$ cat src/hdl/wideAdd_macros.svh
`ifndef WIDEADD_MACROS_SVH
`define WIDEADD_MACROS_SVH

// chunk geometry, chunk width is also the bus data width
`define WA_CHUNK_W 16
`define WA_NUM_CHUNKS 8
`define WA_ADR_W 5

// word address map
`define WA_ADR_A 0
`define WA_ADR_B 8
`define WA_ADR_RES 16
`define WA_ADR_CTRL 24

`define WA_SPEED 2 // 0 serial, 1 brent-kung, 2 sklansky

`endif

$ cat src/hdl/wideAddPkg.sv
`include "wideAdd_macros.svh"

package wideAddPkg;

	typedef logic [`WA_CHUNK_W-1:0] chunkT;
	typedef logic [$clog2(`WA_NUM_CHUNKS)-1:0] chunkIdxT;
	typedef logic [`WA_ADR_W-1:0] wbAdrT;

	// master to slave, classic cycle
	typedef struct packed {
		logic cyc;
		logic stb;
		logic we;
		wbAdrT adr;
		chunkT dat;
	} wbReqT;

	typedef struct packed {
		logic ack;
		chunkT dat;
	} wbRspT;

	typedef struct packed {
		logic sub; // add inverted b
		logic cin;
	} addCmdT;

	typedef enum logic [1:0] {seqIdle, seqRun, seqDone} seqStateT;

endpackage

$ cat src/hdl/prefixAndOr.sv
`timescale 1ns/10ps

module prefixAndOr #(
	parameter int width = 8,
	parameter int speed = 0 // 0 serial, 1 brent-kung, 2 sklansky
) (
	input  logic [width-1:0] gi,
	input  logic [width-1:0] pi,
	output logic [width-1:0] go,
	output logic [width-1:0] po
);

	localparam int n = width;
	localparam int m = $clog2(width);

	if (speed == 0) begin : gSerial
		logic [n-1:0] gt, pt;

		assign gt[0] = gi[0];
		assign pt[0] = pi[0];
		for (genvar i = 1; i < n; i++) begin : gBit
			assign gt[i] = gi[i] | (pi[i] & gt[i-1]);
			assign pt[i] = pi[i] & pt[i-1];
		end
		assign go = gt;
		assign po = pt;
	end else if (speed == 1) begin : gBrentKung
		logic [2*m-1:0][n-1:0] gt, pt; // stage 0 is the input

		assign gt[0] = gi;
		assign pt[0] = pi;
		// up-sweep, group ends at 2**l - 1
		for (genvar l = 1; l <= m; l++) begin : gUp
			for (genvar j = 0; j < n; j++) begin : gBit
				if ((j + 1) % (2 ** l) == 0) begin : gBlack
					assign gt[l][j] = gt[l-1][j] | (pt[l-1][j] & gt[l-1][j - 2**(l-1)]);
					assign pt[l][j] = pt[l-1][j] & pt[l-1][j - 2**(l-1)];
				end else begin : gWhite
					assign gt[l][j] = gt[l-1][j];
					assign pt[l][j] = pt[l-1][j];
				end
			end
		end
		// down-sweep fills the positions in between
		for (genvar s = m + 1; s < 2 * m; s++) begin : gDown
			localparam int d = 2 * m - s;
			for (genvar j = 0; j < n; j++) begin : gBit
				if (((j + 1) % (2 ** d) == 2 ** (d - 1)) && (j >= 2 ** d)) begin : gBlack
					assign gt[s][j] = gt[s-1][j] | (pt[s-1][j] & gt[s-1][j - 2**(d-1)]);
					assign pt[s][j] = pt[s-1][j] & pt[s-1][j - 2**(d-1)];
				end else begin : gWhite
					assign gt[s][j] = gt[s-1][j];
					assign pt[s][j] = pt[s-1][j];
				end
			end
		end
		assign go = gt[2*m-1];
		assign po = pt[2*m-1];
	end else begin : gSklansky
		logic [m:0][n-1:0] gt, pt;

		assign gt[0] = gi;
		assign pt[0] = pi;
		for (genvar l = 1; l <= m; l++) begin : gLevel
			for (genvar j = 0; j < n; j++) begin : gBit
				// upper half of each block takes the top of the lower half
				if (((j >> (l - 1)) % 2) == 1) begin : gBlack
					localparam int src = ((j >> (l - 1)) << (l - 1)) - 1;
					assign gt[l][j] = gt[l-1][j] | (pt[l-1][j] & gt[l-1][src]);
					assign pt[l][j] = pt[l-1][j] & pt[l-1][src];
				end else begin : gWhite
					assign gt[l][j] = gt[l-1][j];
					assign pt[l][j] = pt[l-1][j];
				end
			end
		end
		assign go = gt[m];
		assign po = pt[m];
	end

endmodule

module prefixAndOrCfast #(
	parameter int width = 8,
	parameter int speed = 0
) (
	input  logic [width-1:0] gi,
	input  logic [width-1:0] pi,
	input  logic             ci,
	output logic [width-1:0] go,
	output logic [width-1:0] po
);

	logic [width-1:0] gt, pt;

	prefixAndOr #(
		.width(width),
		.speed(speed)
	) prefixAndOr_i (
		.gi(gi),
		.pi(pi),
		.go(gt),
		.po(pt)
	);

	// one extra and-or level, carry-in lands on every group
	assign go = gt | (pt & {width{ci}});
	assign po = pt;

endmodule

$ cat src/hdl/chunkAdder.sv
`timescale 1ns/10ps
`include "wideAdd_macros.svh"

module chunkAdder (
	input  wideAddPkg::chunkT a,
	input  wideAddPkg::chunkT b,
	input  logic              sub,
	input  logic              ci,
	output wideAddPkg::chunkT sum,
	output logic              co
);

	import wideAddPkg::*;

	chunkT bx; // b or its complement
	chunkT g, p;
	chunkT gg; // group generate incl. carry-in

	assign bx = sub ? ~b : b;
	assign g = a & bx;
	assign p = a ^ bx;

	prefixAndOrCfast #(
		.width(`WA_CHUNK_W),
		.speed(`WA_SPEED)
	) prefixAndOrCfast_i (
		.gi(g),
		.pi(p),
		.ci(ci),
		.go(gg),
		.po()
	);

	// carry into bit i is the group generate of bits below it
	assign sum = p ^ {gg[`WA_CHUNK_W-2:0], ci};
	assign co = gg[`WA_CHUNK_W-1];

endmodule

$ cat src/hdl/operandStore.sv
`timescale 1ns/10ps
`include "wideAdd_macros.svh"

module operandStore (
	input  logic                 clk,
	input  logic                 arstN,
	input  logic                 hostWr,
	input  wideAddPkg::wbAdrT    hostAdr,
	input  wideAddPkg::chunkT    hostDat,
	output wideAddPkg::chunkT    hostRd,
	input  wideAddPkg::chunkIdxT idx,
	output wideAddPkg::chunkT    aChunk,
	output wideAddPkg::chunkT    bChunk,
	input  logic                 resWr,
	input  wideAddPkg::chunkT    resDat
);

	import wideAddPkg::*;

	chunkT aReg[`WA_NUM_CHUNKS];
	chunkT bReg[`WA_NUM_CHUNKS];
	chunkT resReg[`WA_NUM_CHUNKS];
	logic inA, inB, inRes;
	chunkIdxT hostIdx;

	assign inA = (hostAdr >= `WA_ADR_A) && (hostAdr < `WA_ADR_A + `WA_NUM_CHUNKS);
	assign inB = (hostAdr >= `WA_ADR_B) && (hostAdr < `WA_ADR_B + `WA_NUM_CHUNKS);
	assign inRes = (hostAdr >= `WA_ADR_RES) && (hostAdr < `WA_ADR_RES + `WA_NUM_CHUNKS);
	assign hostIdx = hostAdr[$bits(chunkIdxT)-1:0]; // bases aligned to chunk count

	always_ff @(posedge clk or negedge arstN) begin
		if (!arstN) begin
			for (int i = 0; i < `WA_NUM_CHUNKS; i++) begin
				aReg[i] <= '0;
				bReg[i] <= '0;
				resReg[i] <= '0;
			end
		end else begin
			if (hostWr && inA)
				aReg[hostIdx] <= hostDat;
			if (hostWr && inB)
				bReg[hostIdx] <= hostDat;
			if (resWr)
				resReg[idx] <= resDat; // result is host read-only
		end
	end

	always_comb begin
		hostRd = '0; // unmapped reads give 0
		if (inA)
			hostRd = aReg[hostIdx];
		else if (inB)
			hostRd = bReg[hostIdx];
		else if (inRes)
			hostRd = resReg[hostIdx];
	end

	assign aChunk = aReg[idx];
	assign bChunk = bReg[idx];

endmodule

$ cat src/hdl/chunkCounter.sv
`timescale 1ns/10ps
`include "wideAdd_macros.svh"

module chunkCounter (
	input  logic                 clk,
	input  logic                 arstN,
	input  logic                 clear,
	input  logic                 step,
	output wideAddPkg::chunkIdxT idx,
	output logic                 last
);

	import wideAddPkg::*;

	chunkIdxT cnt;

	always_ff @(posedge clk or negedge arstN) begin
		if (!arstN)
			cnt <= '0;
		else if (clear)
			cnt <= '0;
		else if (step)
			cnt <= cnt + chunkIdxT'(1); // wraps after the top chunk
	end

	assign idx = cnt;
	assign last = cnt == chunkIdxT'(`WA_NUM_CHUNKS - 1);

endmodule

$ cat src/hdl/addSequencer.sv
`timescale 1ns/10ps

module addSequencer (
	input  logic               clk,
	input  logic               arstN,
	input  logic               start,
	input  wideAddPkg::addCmdT cmd,
	input  logic               last,
	input  logic               co,
	output logic               clear,
	output logic               step,
	output logic               carry,
	output logic               sub,
	output logic               resWr,
	output logic               busy,
	output logic               done,
	output logic               carryOut
);

	import wideAddPkg::*;

	seqStateT state;
	logic carryQ; // carry between chunks
	logic subQ;
	logic coQ;
	logic running;

	assign running = state == seqRun;

	always_ff @(posedge clk or negedge arstN) begin
		if (!arstN) begin
			state <= seqIdle;
			carryQ <= 1'b0;
			subQ <= 1'b0;
			coQ <= 1'b0;
		end else begin
			case (state)
				seqIdle, seqDone: begin
					if (start) begin
						state <= seqRun;
						carryQ <= cmd.cin;
						subQ <= cmd.sub;
					end
				end
				seqRun: begin
					carryQ <= co;
					if (last) begin
						state <= seqDone;
						coQ <= co; // top chunk carry is the result carry
					end
				end
				default: state <= seqIdle;
			endcase
		end
	end

	assign clear = start & ~running; // counter back to chunk 0
	assign step = running;
	assign resWr = running;
	assign carry = carryQ;
	assign sub = subQ;
	assign busy = running;
	assign done = state == seqDone;
	assign carryOut = coQ;

endmodule

$ cat src/hdl/wbRegIf.sv
`timescale 1ns/10ps
`include "wideAdd_macros.svh"

module wbRegIf (
	input  logic               clk,
	input  logic               arstN,
	input  wideAddPkg::wbReqT  wbReq,
	output wideAddPkg::wbRspT  wbRsp,
	input  logic               busy,
	input  logic               done,
	input  logic               carryOut,
	output logic               hostWr,
	output wideAddPkg::wbAdrT  hostAdr,
	output wideAddPkg::chunkT  hostDat,
	input  wideAddPkg::chunkT  hostRd,
	output logic               start,
	output wideAddPkg::addCmdT cmd
);

	import wideAddPkg::*;

	logic ackQ;
	chunkT datQ;
	logic access; // new request, not yet acked
	logic wrCycle; // write held during its ack cycle
	logic ctrlSel;
	chunkT status;
	chunkT rdMux;

	assign access = wbReq.cyc & wbReq.stb & ~ackQ;
	assign wrCycle = ackQ & wbReq.cyc & wbReq.stb & wbReq.we;
	assign ctrlSel = wbReq.adr == wbAdrT'(`WA_ADR_CTRL);

	// operands frozen while an addition runs
	assign hostWr = wrCycle & ~ctrlSel & ~busy;
	assign hostAdr = wbReq.adr;
	assign hostDat = wbReq.dat;

	// control word: bit 0 start, bit 1 cin, bit 2 sub
	assign start = wrCycle & ctrlSel & wbReq.dat[0] & ~busy;
	assign cmd = '{sub: wbReq.dat[2], cin: wbReq.dat[1]};

	assign status = {{(`WA_CHUNK_W-3){1'b0}}, carryOut, done, busy};
	assign rdMux = ctrlSel ? status : hostRd;

	always_ff @(posedge clk or negedge arstN) begin
		if (!arstN)
			ackQ <= 1'b0;
		else
			ackQ <= access; // single cycle, master drops stb
	end

	always_ff @(posedge clk) begin
		if (access)
			datQ <= rdMux;
	end

	assign wbRsp = '{ack: ackQ, dat: datQ};

endmodule

$ cat src/hdl/wideAddTop.sv
`timescale 1ns/10ps

module wideAddTop (
	input  logic              clk,
	input  logic              arstN,
	input  wideAddPkg::wbReqT wbReq,
	output wideAddPkg::wbRspT wbRsp
);

	import wideAddPkg::*;

	logic hostWr;
	wbAdrT hostAdr;
	chunkT hostDat, hostRd;
	logic start;
	addCmdT cmd;
	logic busy, done, carryOut;
	logic clear, step, last;
	chunkIdxT idx;
	chunkT aChunk, bChunk, sum;
	logic carry, sub, co, resWr;

	wbRegIf wbRegIf_i (
		.clk(clk),
		.arstN(arstN),
		.wbReq(wbReq),
		.wbRsp(wbRsp),
		.busy(busy),
		.done(done),
		.carryOut(carryOut),
		.hostWr(hostWr),
		.hostAdr(hostAdr),
		.hostDat(hostDat),
		.hostRd(hostRd),
		.start(start),
		.cmd(cmd)
	);

	operandStore operandStore_i (
		.clk(clk),
		.arstN(arstN),
		.hostWr(hostWr),
		.hostAdr(hostAdr),
		.hostDat(hostDat),
		.hostRd(hostRd),
		.idx(idx),
		.aChunk(aChunk),
		.bChunk(bChunk),
		.resWr(resWr),
		.resDat(sum)
	);

	chunkCounter chunkCounter_i (
		.clk(clk),
		.arstN(arstN),
		.clear(clear),
		.step(step),
		.idx(idx),
		.last(last)
	);

	addSequencer addSequencer_i (
		.clk(clk),
		.arstN(arstN),
		.start(start),
		.cmd(cmd),
		.last(last),
		.co(co),
		.clear(clear),
		.step(step),
		.carry(carry),
		.sub(sub),
		.resWr(resWr),
		.busy(busy),
		.done(done),
		.carryOut(carryOut)
	);

	chunkAdder chunkAdder_i (
		.a(aChunk),
		.b(bChunk),
		.sub(sub),
		.ci(carry),
		.sum(sum),
		.co(co)
	);

endmodule

$ cat config.mk
export PLATFORM = sky130hd
export DESIGN_NAME = wideAddTop
export DESIGN_NICKNAME = d
export VERILOG_FILES = /design/src/hdl/wideAddPkg.sv /design/src/hdl/prefixAndOr.sv /design/src/hdl/chunkAdder.sv /design/src/hdl/operandStore.sv /design/src/hdl/chunkCounter.sv /design/src/hdl/addSequencer.sv /design/src/hdl/wbRegIf.sv /design/src/hdl/wideAddTop.sv
export VERILOG_INCLUDE_DIRS = /design/src /design/src/hdl
export SDC_FILE = /design/constraint.sdc
export NUM_CORES = 1
export LEC_CHECK = 0
export BUFFER_PORTS_ARGS = -buffer_cell sky130_fd_sc_hd__buf_4
export CORE_UTILIZATION = 45
export DETAILED_ROUTE_END_ITERATION = 8
export GPL_TIMING_DRIVEN = 1
export SETUP_SLACK_MARGIN = 0.4
export SKIP_CTS_REPAIR_TIMING = 1
export SYNTH_ARGS = -nofsm -noshare
export SYNTH_HDL_FRONTEND = slang
export SYNTH_HIERARCHICAL = 1
export SYNTH_SLANG_ARGS = --single-unit
$ cat constraint.sdc
create_clock -name clk -period 12.1 [get_ports clk]
set_input_delay 0.605 -clock clk [delete_from_list [all_inputs] [get_ports clk]]
set_output_delay 0.605 -clock clk [all_outputs]
set_load 0.005 [all_outputs]
==> key figures, run 1 <==
Run status
  – Status: completed

Routing
  – DRC Markers: 0
  – Vias: 15,600
  – Initial DRC Count: 1,546
  – WL/cell: 28.4 microns
  – Routed Antenna Nets: 0
  – Vias per cell: 6.37
  – 1st-pass router iterations: 5
  – Post-Route WL: 69.9 mm

Power and ir drop
  – PD cells: 128 nW/um^2
  – Static Leak: 11.9 nW
  – VDD IR max: 0.0946 mV

Clock tree
  – H-tree Lvls: 2
  – CTS max path bufs: 3
  – Clock latency at the later pin of the worst-skew pair: 0.60 ns
  – CTS tree: built
  – Clk slew on worst S/H paths: 0.06 ns
  – Sink Count: 409
  – Inserted Clock Buffers: 47
  – Clock Tree Root: clkbuf_16

Die
  – Placeable Area: 49,000 sq um
  – # IOs: 43
  – Initial Utilization: 0.457
  – Die span in x: 225 microns
  – Height of the chip: 225 microns
  – Rows: 81
  – DIE AREA: 50,600 sq um

Synth
  – Top cells by area, synth: dfrtp_1 44%, mux2_2 22%, mux2i_1 4.2%
  – Synth Cell Area: 22,400 sq um
  – Most common library cells after synthesis: 438 x mux2_2, 393 x dfrtp_1, 93 x mux2i_1
  – Distinct cells, synth: 78
  – Sequential area share after synthesis: 0.461
  – Syn nets: 1,848
  – Synth area leader: dfrtp_1
  – Syn Inst Count: 1,804
  – Synth async-reset ratio: 0.961
  – Syn avg cell area: 12.4 sq um
  – Top_reg_cell synth: dfrtp_1
  – Most common cell in the netlist: mux2_2
  – EDFF count, synth: 16
  – Flops & latches, synth: 409
  – Warnings, synthesis: 6
  – Post-synth top area share: 0.440

Setup path
  – Worst setup SP type: flop
  – CP peak stage delay: 0.73 ns
  – Slowest-stage cell, CP: dfrtp_4
  – Crit path max-delay family: compound AO/OA/AOI/OAI gates
  – Endpoint class of the critical path: flop
  – CP bufs+invs: 2
  – Crit path required time: 12.61 ns
  – CP Max Fanout: 42
  – CP cell instances: buf_4 > and2_1 > buf_4 > a22oi_1 > o22ai_1 > xor2_1 > ha_1 > and3_1 > a221oi_1 > a21boi_0 > a211o_1 > a31o_1 > a21o_1 > xor2_1 > mux2_2
  – Worst Path Arrival: 5.93 ns
  – Crit Path Class: reg -> reg

Placement
  – GPL Wtd Cong: 0.912
  – Placed cells: 2,368
  – Buffers added on ports: 42
  – HPWL after detailed placement: 43.8 mm

STA
  – Setup TNS: 0 ns
  – Slew Limit Fails: 0
  – Endpoints failing hold: 0
  – Endpoints failing setup: 0
  – Worst Clk Skew: 0.0320 ns
  – Tmin final: 5.42 ns
  – RSZ-0062 raised after global routing: false
  – Max Fclk: 185 MHz
  – Slew headroom: 0.193
  – Final period util: 0.448
  – Slew @ Worst Pin: 1.21 ns

Layout
  – Share of cells above drive strength 1: 0.372
  – # nets final: 1,797
  – Multi-input combinational cell area: 11,000 sq um
  – ANT cells: 0
  – FF/Latch Area: 10,300 sq um
  – Fillers: 4,374
  – Final std cells w/o fill: 2,456
  – P&R area growth vs syn: 8.52%

Global route
  – Number of global-route vias before repair: 15,700
  – Gr ovfl total: 0
  – Initial antenna violation count: 3
  – All-Layer GR Usage: 0.281
  – Largest net degree at the start of global routing: 121
  – First-pass GRT wire length: 105 mm

Min path
  – Hold crit path type: in -> async

Job
  – Number of max-cap violations: 0
## metal layers
| layer | wire (microns) | global-route usage |
|---|---|---|
| met5 | 11 | 0 |
| met4 | 2880 | 0.124 |
| met3 | 4850 | 0.0499 |
| met2 | 31000 | 0.421 |
| met1 | 31100 | 0.398 |
## report_power, final
part,total (mW),internal [mW],switching (mW)
combinational,0.270,0.0855,0.185
sequential,1.42,1.40,0.0228
clock,1.42,0.830,0.587
total,3.11,2.32,0.794
## cell families after synthesis
family                   Yosys count  synth area share
adder cells (fa/ha/maj)           18            0.0101
buffers and inverters            182            0.0481
flip-flops                       409             0.461
AND/OR/NAND/NOR                  233            0.0544
AO/OA/AOI/OAI                    352             0.116
multiplexers                     577             0.297
XOR/XNOR                          33            0.0129
## sequential cells by signal (all words and copies together) (netlist names)
signal / cells
operandStore_i/resReg: 128
operandStore_i/bReg: 128
wbRegIf_i/ackQ: 1
wbRegIf_i/datQ: 16
addSequencer_i/state: 2
addSequencer_i/carryOut: 1
addSequencer_i/sub: 1
addSequencer_i/carry: 1
chunkCounter_i/idx: 3
operandStore_i/aReg: 128
## cells in the final DEF (no fill, tap or decap), types with 34 or more instances in the layout
cell type / instances
mux2_2: 438
dfrtp_1: 390
mux2i_1: 93
a21oi_1: 60
clkbuf_16: 48
nor2_1: 60
buf_4: 72
nand2_1: 62
a22oi_1: 54
o221ai_1: 34
a221oi_1: 43
## through the flow
stage           util  worst slack, ns  cell area [sq um]  hold slack, ns  total power, mW
6_report       0.496             6.68              24300           0.120             3.11
5_1_grt        0.496             6.37              24300           0.178             3.21
4_1_cts        0.496             6.74              24300           0.157             3.13
3_5_place_dp   0.464             6.79              22700           0.488             1.71
3_3_place_gp   0.464             6.97              22700           0.468             1.71
2_1_floorplan      -             8.19              22400           0.309             1.60
## final timing paths
kind | start | to | slack [ns] | cells past startpoint
max in group asynchronous | arstN | chunkCounter_i/idx[1]$_DFFE_PN0P_ | 9.35 | 3
setup / recovery | chunkCounter_i/idx[1]$_DFFE_PN0P_ | operandStore_i/resReg[46]$_DFFE_PN0P_ | 6.68 | 15
hold / removal | arstN | operandStore_i/resReg[55]$_DFFE_PN0P_ | 0.12 | 1
hold reg to reg | operandStore_i/resReg[90]$_DFFE_PN0P_ | operandStore_i/resReg[90]$_DFFE_PN0P_ | 0.50 | 1
min in group clk | wbReq[8] | operandStore_i/bReg[72]$_DFFE_PN0P_ | 0.37 | 2
setup reg to reg | chunkCounter_i/idx[1]$_DFFE_PN0P_ | operandStore_i/resReg[46]$_DFFE_PN0P_ | 6.68 | 15
## worst reg2reg max path: stages, from the launching register on
cell      delay [ns]
dfrtp_4         0.73
buf_4           0.62
and2_1          0.41
buf_4           0.48
a22oi_1         0.19
o22ai_1         0.21
xor2_1          0.17
ha_1            0.32
and3_1          0.25
a221oi_1        0.26
a21boi_0        0.18
a211o_1         0.35
a31o_1          0.24
a21o_1          0.16
xor2_1          0.50
mux2_2          0.27
## final cells by class
type                       count  area share
clock buffer                  66      0.0548
tap                          664      0.0342
clock inverter                22     0.00815
inverter                       9     0.00139
timing repair buffer          73      0.0229
multi-input combinational   1213       0.453
sequential                   409       0.426
(Power assumes the default switching activity.)
==> run 2, diff against run 1 <==
==> constraint.sdc (replaced) <==
create_clock -name clk -period 5.41 [get_ports clk]
set_input_delay 0.2705 -clock clk [delete_from_list [all_inputs] [get_ports clk]]
set_output_delay 0.2705 -clock clk [all_outputs]
set_load 0.005 [all_outputs]
==> key figures, run 2 (synthesized netlist as in run 1, its figures left out) <==
Layout
  – # nets final: 1,811 (+0.78%)
  – Finished Cell Area: 24,300 sq um (+0.17%)
  – Share of cells above drive strength 1: 0.374 (+0.00265)
  – Most common cell after layout, fill and taps aside: mux2_2
  – Top Registers: operandStore_i/aReg: 128 flops, operandStore_i/bReg: 128 flops, operandStore_i/resReg: 128 flops
  – Multi-input combinational cell area: 11,000 sq um (about the same)
  – Final std cells w/o fill: 2,462 (+0.24%)
  – Commonest cells after routing, fill and taps aside: 438 x mux2_2, 390 x dfrtp_1, 93 x mux2i_1
  – ANT cells: 0 (unchanged)
  – Fillers: 4,361 (-0.30%)
  – P&R area growth vs syn: 8.70%
  – Final Core Density: 0.496 (+0.000843)
  – FF/Latch Area: 10,300 sq um (unchanged)

STA
  – Endpoints failing hold: 0 (unchanged)
  – Slew Limit Fails: 0 (unchanged)
  – RSZ-0062 raised after global routing: false
  – Max Fclk: 210 MHz (+14%)
  – Hold slack: 0.0564 ns (-0.0639 ns)
  – Tmin final: 4.76 ns (-0.658 ns)
  – Setup TNS: 0 ns (unchanged)
  – Final period util: 0.879 (+0.432)
  – Endpoints failing setup: 0 (unchanged)
  – Worst Clk Skew: 0.0259 ns (-0.00607 ns)
  – Slew @ Worst Pin: 1.17 ns (-0.0332 ns)
  – Slew headroom: 0.217 (+0.0246)

Clock tree
  – Clock latency at the later pin of the worst-skew pair: 0.58 ns (-0.02 ns)
  – Clock Tree Root: clkbuf_16
  – CTS tree: built
  – Sink Count: 409 (unchanged)
  – Inserted Clock Buffers: 47 (unchanged)
  – H-tree Lvls: 2 (unchanged)
  – CTS max path bufs: 3 (unchanged)
  – Clk slew on worst S/H paths: 0.06 ns (about the same)

Die
  – DIE AREA: 50,600 sq um (unchanged)
  – # IOs: 43 (unchanged)
  – Die span in x: 225 microns (unchanged)
  – Height of the chip: 225 microns (unchanged)
  – Rows: 81 (unchanged)
  – Initial Utilization: 0.457 (unchanged)
  – Placeable Area: 49,000 sq um (unchanged)

Power and ir drop
  – PD cells: 277 nW/um^2 (+120%)
  – Static Leak: 11.9 nW (+0.25%)
  – VDD IR max: 0.227 mV (+140%)

Setup path
  – Endpoint class of the critical path: flop
  – Slowest-stage cell, CP: dfrtp_4
  – CP bufs+invs: 1 (-1)
  – Crit path required time: 5.91 ns (-6.70 ns)
  – CP cell instances: buf_4 > mux2i_1 > nor2_1 > a21oi_1 > o221ai_1 > xor2_1 > ha_1 > a21o_1 > a221oi_1 > a21boi_0 > a211o_1 > a31o_1 > a21o_1 > xor2_1 > mux2_2
  – Crit path max-delay family: compound AO/OA/AOI/OAI gates
  – Setup slack, reg-to-reg: 0.65 ns (-6.03 ns)
  – Crit Path Class: reg -> reg
  – Worst Path Arrival: 5.25 ns (-0.68 ns)
  – CP peak stage delay: 0.67 ns (-0.06 ns)
  – CP Max Fanout: 32 (-24%)
  – Worst setup SP type: flop

Min path
  – Hold crit path type: in -> reg

Global route
  – Gr ovfl total: 0 (unchanged)
  – First-pass GRT wire length: 105 mm (about the same)
  – Number of global-route vias before repair: 15,500 (-1.6%)
  – Initial antenna violation count: 1 (-2)
  – All-Layer GR Usage: 0.283 (+0.00250)
  – Largest net degree at the start of global routing: 121 (unchanged)

Placement
  – Placed cells: 2,381 (+0.55%)
  – GPL Wtd Cong: 0.927 (+1.6%)
  – Buffers added on ports: 42 (unchanged)
  – HPWL after detailed placement: 44.5 mm (+1.7%)
  – Dpl cell area: 22,900 sq um (+0.80%)

Routing
  – Vias per cell: 6.34 (-0.41%)
  – Vias: 15,600 (-0.17%)
  – WL/cell: 28.7 microns (+1.0%)
  – 1st-pass router iterations: 7 (+2)
  – Post-Route WL: 70.7 mm (+1.3%)
  – DRC Markers: 0 (unchanged)
  – Initial DRC Count: 1,561 (+0.97%)
  – Routed Antenna Nets: 0 (unchanged)

Run status
  – Status: completed

Job
  – Number of max-cap violations: 0 (unchanged)
## run 2: cell types whose count changed in the layout (fill, tap and decap cells not counted), sizes merged
cell,before,now
clkbuf,66,67
dlygate4sd3,0,1
clkinvlp,2,1
buf,73,86
bufinv,3,0
clkinv,17,12
## run 2: layout make-up
type                            count  share of cell area
Clock buffer                       67              0.0536
Clock inverter                     13             0.00309
Inverter                            9             0.00139
Multi-Input combinational cell   1213               0.453
Sequential cell                   409               0.425
Tap cell                          664              0.0342
Timing Repair Buffer               87              0.0304
## run 2: worst paths after layout
kind                                                      from                               endpoint  depth (start not counted)
setup / recovery             chunkCounter_i/idx[1]$_DFFE_PN0P_  operandStore_i/resReg[94]$_DFFE_PN0P_                         15
hold / removal                                        wbReq[8]    operandStore_i/aReg[72]$_DFFE_PN0P_                          2
setup reg to reg             chunkCounter_i/idx[1]$_DFFE_PN0P_  operandStore_i/resReg[94]$_DFFE_PN0P_                         15
hold reg to reg            addSequencer_i/carryOut$_DFFE_PN0P_    addSequencer_i/carryOut$_DFFE_PN0P_                          1
max in group asynchronous                                arstN    operandStore_i/aReg[63]$_DFFE_PN0P_                          3
min in group asynchronous                                arstN  operandStore_i/resReg[42]$_DFFE_PN0P_                          2
## run 2: per-layer routing
layer	global-route usage	up-vias	routed length, microns
li1	-	6652	-
met1	0.394	8112	30200
met2	0.435	712	32400
met3	0.0500	141	5480
met4	0.119	2	2670
met5	0	-	11
## run 2: report_power, final
part           leakage [nW]  internal (mW)  total, mW  switching [mW]
Sequential             5.61           3.13       3.18          0.0492
Combinational          5.64          0.203      0.623           0.420
Clock                 0.681           1.66       2.92            1.26
## run 2: through the flow
stage / worst slack (ns) / total power [mW]
5_1_grt: 0.470 / 6.94
2_1_floorplan: 1.50 / 3.59
3_5_place_dp: 0.800 / 3.85
6_report: 0.652 / 6.72
3_3_place_gp: 0.863 / 3.84
4_1_cts: 0.751 / 6.77
==> run 3, diff against run 2 <==
--- a/config.mk
+++ b/config.mk
@@ -10,6 +10,7 @@
 export CORE_UTILIZATION = 45
 export DETAILED_ROUTE_END_ITERATION = 8
 export GPL_TIMING_DRIVEN = 1
+export PLACE_DENSITY = 0.7
 export SETUP_SLACK_MARGIN = 0.4
 export SKIP_CTS_REPAIR_TIMING = 1
 export SYNTH_ARGS = -nofsm -noshare
==> key figures, run 3 (synthesized netlist as in run 1, its figures left out) <==
Run status
  – Status: completed

Setup path
  – Worst Path Arrival: 5.17 ns (-0.08 ns)
  – CP Max Fanout: 27 (-16%)
  – Endpoint class of the critical path: flop
  – Crit Path Class: reg -> reg
  – Worst setup SP type: flop
  – Crit path required time: 5.92 ns (about the same)
  – Setup slack, reg-to-reg: 0.75 ns (+0.09 ns)

Layout
  – Most common cell after layout, fill and taps aside: mux2_2
  – Top Registers: operandStore_i/aReg: 128 flops, operandStore_i/bReg: 128 flops, operandStore_i/resReg: 128 flops
  – Commonest cells after routing, fill and taps aside: 438 x mux2_2, 390 x dfrtp_1, 93 x mux2i_1
  – P&R area growth vs syn: 9.49%
  – Share of cells above drive strength 1: 0.376 (+0.00132)
  – # nets final: 1,804 (-0.39%)
  – Fillers: 4,252 (-2.5%)
  – ANT cells: 0 (unchanged)

Clock tree
  – Clock latency at the later pin of the worst-skew pair: 0.58 ns (about the same)
  – Clk slew on worst S/H paths: 0.06 ns (about the same)
  – Inserted Clock Buffers: 46 (-2.1%)
  – H-tree Lvls: 2 (unchanged)
  – Sink Count: 409 (unchanged)
  – CTS tree: built
  – Clock Tree Root: clkbuf_16
  – CTS max path bufs: 3 (unchanged)

Power and ir drop
  – PD cells: 293 nW/um^2 (+6.0%)
  – Design Power: 7.18 mW (+6.7%)
  – Static Leak: 12.0 nW (+0.53%)
  – VDD IR max: 0.270 mV (+19%)

STA
  – Endpoints failing setup: 0 (unchanged)
  – Slew headroom: 0.105 (-0.112)
  – Slew Limit Fails: 0 (unchanged)
  – RSZ-0062 raised after global routing: false
  – Worst Clk Skew: 0.0137 ns (-0.0121 ns)
  – Setup TNS: 0 ns (unchanged)
  – Endpoints failing hold: 0 (unchanged)
  – Slew @ Worst Pin: 1.34 ns (+0.169 ns)
  – Final period util: 0.862 (-0.0172)
  – Tmin final: 4.66 ns (-0.0933 ns)
  – Max Fclk: 214 MHz (+2.0%)

Die
  – Rows: 81 (unchanged)
  – Height of the chip: 225 microns (unchanged)
  – Initial Utilization: 0.457 (unchanged)
  – Placeable Area: 49,000 sq um (unchanged)
  – DIE AREA: 50,600 sq um (unchanged)
  – Die span in x: 225 microns (unchanged)
  – # IOs: 43 (unchanged)

Min path
  – Hold crit path type: in -> reg

Global route
  – All-Layer GR Usage: 0.273 (-0.0101)
  – First-pass GRT wire length: 104 mm (-1.6%)
  – Largest net degree at the start of global routing: 140 (+16%)
  – Number of global-route vias before repair: 16,100 (+3.9%)
  – Gr ovfl total: 0 (unchanged)
  – Initial antenna violation count: 2 (+1)

Routing
  – WL/cell: 27.7 microns (-3.6%)
  – Vias: 15,900 (+1.6%)
  – Vias per cell: 6.45 (+1.6%)
  – Initial DRC Count: 1,597 (+2.3%)
  – Post-Route WL: 68.2 mm (-3.6%)
  – DRC Markers: 0 (unchanged)
  – Routed Antenna Nets: 0 (unchanged)
  – 1st-pass router iterations: 6 (-1)

Job
  – Number of max-cap violations: 0 (unchanged)

Placement
  – GPL Wtd Cong: 0.943 (+1.7%)
  – HPWL after detailed placement: 43.6 mm (-2.1%)
  – Buffers added on ports: 42 (unchanged)
## run 3: changes by cell type in the layout (fill, tap and decap cells not counted)
| cell | change |
|---|---|
| clkinv_4 | -1 |
| clkbuf_8 | +3 |
| bufinv_16 | +8 |
| clkbuf_1 | -8 |
| clkinvlp_4 | +3 |
| nor2_4 | -1 |
| inv_6 | +1 |
| nor2_2 | +1 |
| buf_12 | -3 |
| clkinv_2 | -6 |
| buf_4 | -3 |
| clkinv_1 | +5 |
## run 3: metrics by stage
stage	setup WS (ns)	util	cells	hold slack, ns	instance area (sq um)
2_1_floorplan	1.50	-	1804	-0.0251	22400
3_3_place_gp	0.893	0.466	2375	0.427	22800
3_5_place_dp	0.826	0.466	2375	0.437	22800
4_1_cts	0.788	0.500	2460	-0.171	24500
5_1_grt	0.566	0.500	2461	0.0680	24500
6_report	0.746	0.500	2461	0.0617	24500
## run 3: layout make-up
| cell class | count | area, sq um | area share |
|---|---|---|---|
| clock buffers | 62 | 1310 | 0.0536 |
| clock inverters | 23 | 327 | 0.0133 |
| inverters | 9 | 33.8 | 0.00138 |
| multi-input cells | 1213 | 11000 | 0.449 |
| flip-flops and latches | 409 | 10300 | 0.422 |
| well taps | 664 | 831 | 0.0339 |
| repair buffers | 81 | 656 | 0.0268 |
## run 3: worst paths after layout
check | cells after the start | start | end
worst max register to register | 13 | chunkCounter_i/idx[1]$_DFFE_PN0P_ | operandStore_i/resReg[63]$_DFFE_PN0P_
worst max-delay path | 13 | chunkCounter_i/idx[1]$_DFFE_PN0P_ | operandStore_i/resReg[63]$_DFFE_PN0P_
worst min-delay path | 2 | wbReq[10] | operandStore_i/aReg[26]$_DFFE_PN0P_
max in group asynchronous | 3 | arstN | operandStore_i/aReg[21]$_DFFE_PN0P_
worst min register to register | 1 | operandStore_i/resReg[102]$_DFFE_PN0P_ | operandStore_i/resReg[102]$_DFFE_PN0P_
min in group asynchronous | 2 | arstN | operandStore_i/resReg[70]$_DFFE_PN0P_
## run 3: critical path, cell delays in order (launching register included)
cell      delay [ns]
dfrtp_4         0.69
buf_4           0.34
mux4_2          0.54
mux2_2          0.31
xor2_1          0.15
ha_1            0.38
a21o_1          0.23
a221oi_1        0.28
a21boi_0        0.16
a211o_1         0.34
a41o_1          0.26
a21o_2          0.19
xor2_1          0.45
mux2_2          0.26
## run 3: layer usage
layer | GRT usage | up-vias | wire (microns)
met5 | 0 | - | 10
met4 | 0.132 | 2 | 3260
met3 | 0.0521 | 196 | 6070
met2 | 0.417 | 816 | 30900
met1 | 0.374 | 8220 | 27900
li1 | - | 6628 | -
## run 3: report_power, final
group | total (mW) | switching, mW | internal, mW
clock network | 3.38 | 1.30 | 2.08
registers | 3.18 | 0.0483 | 3.13
logic | 0.613 | 0.414 | 0.198
total | 7.18 | 1.76 | 5.41
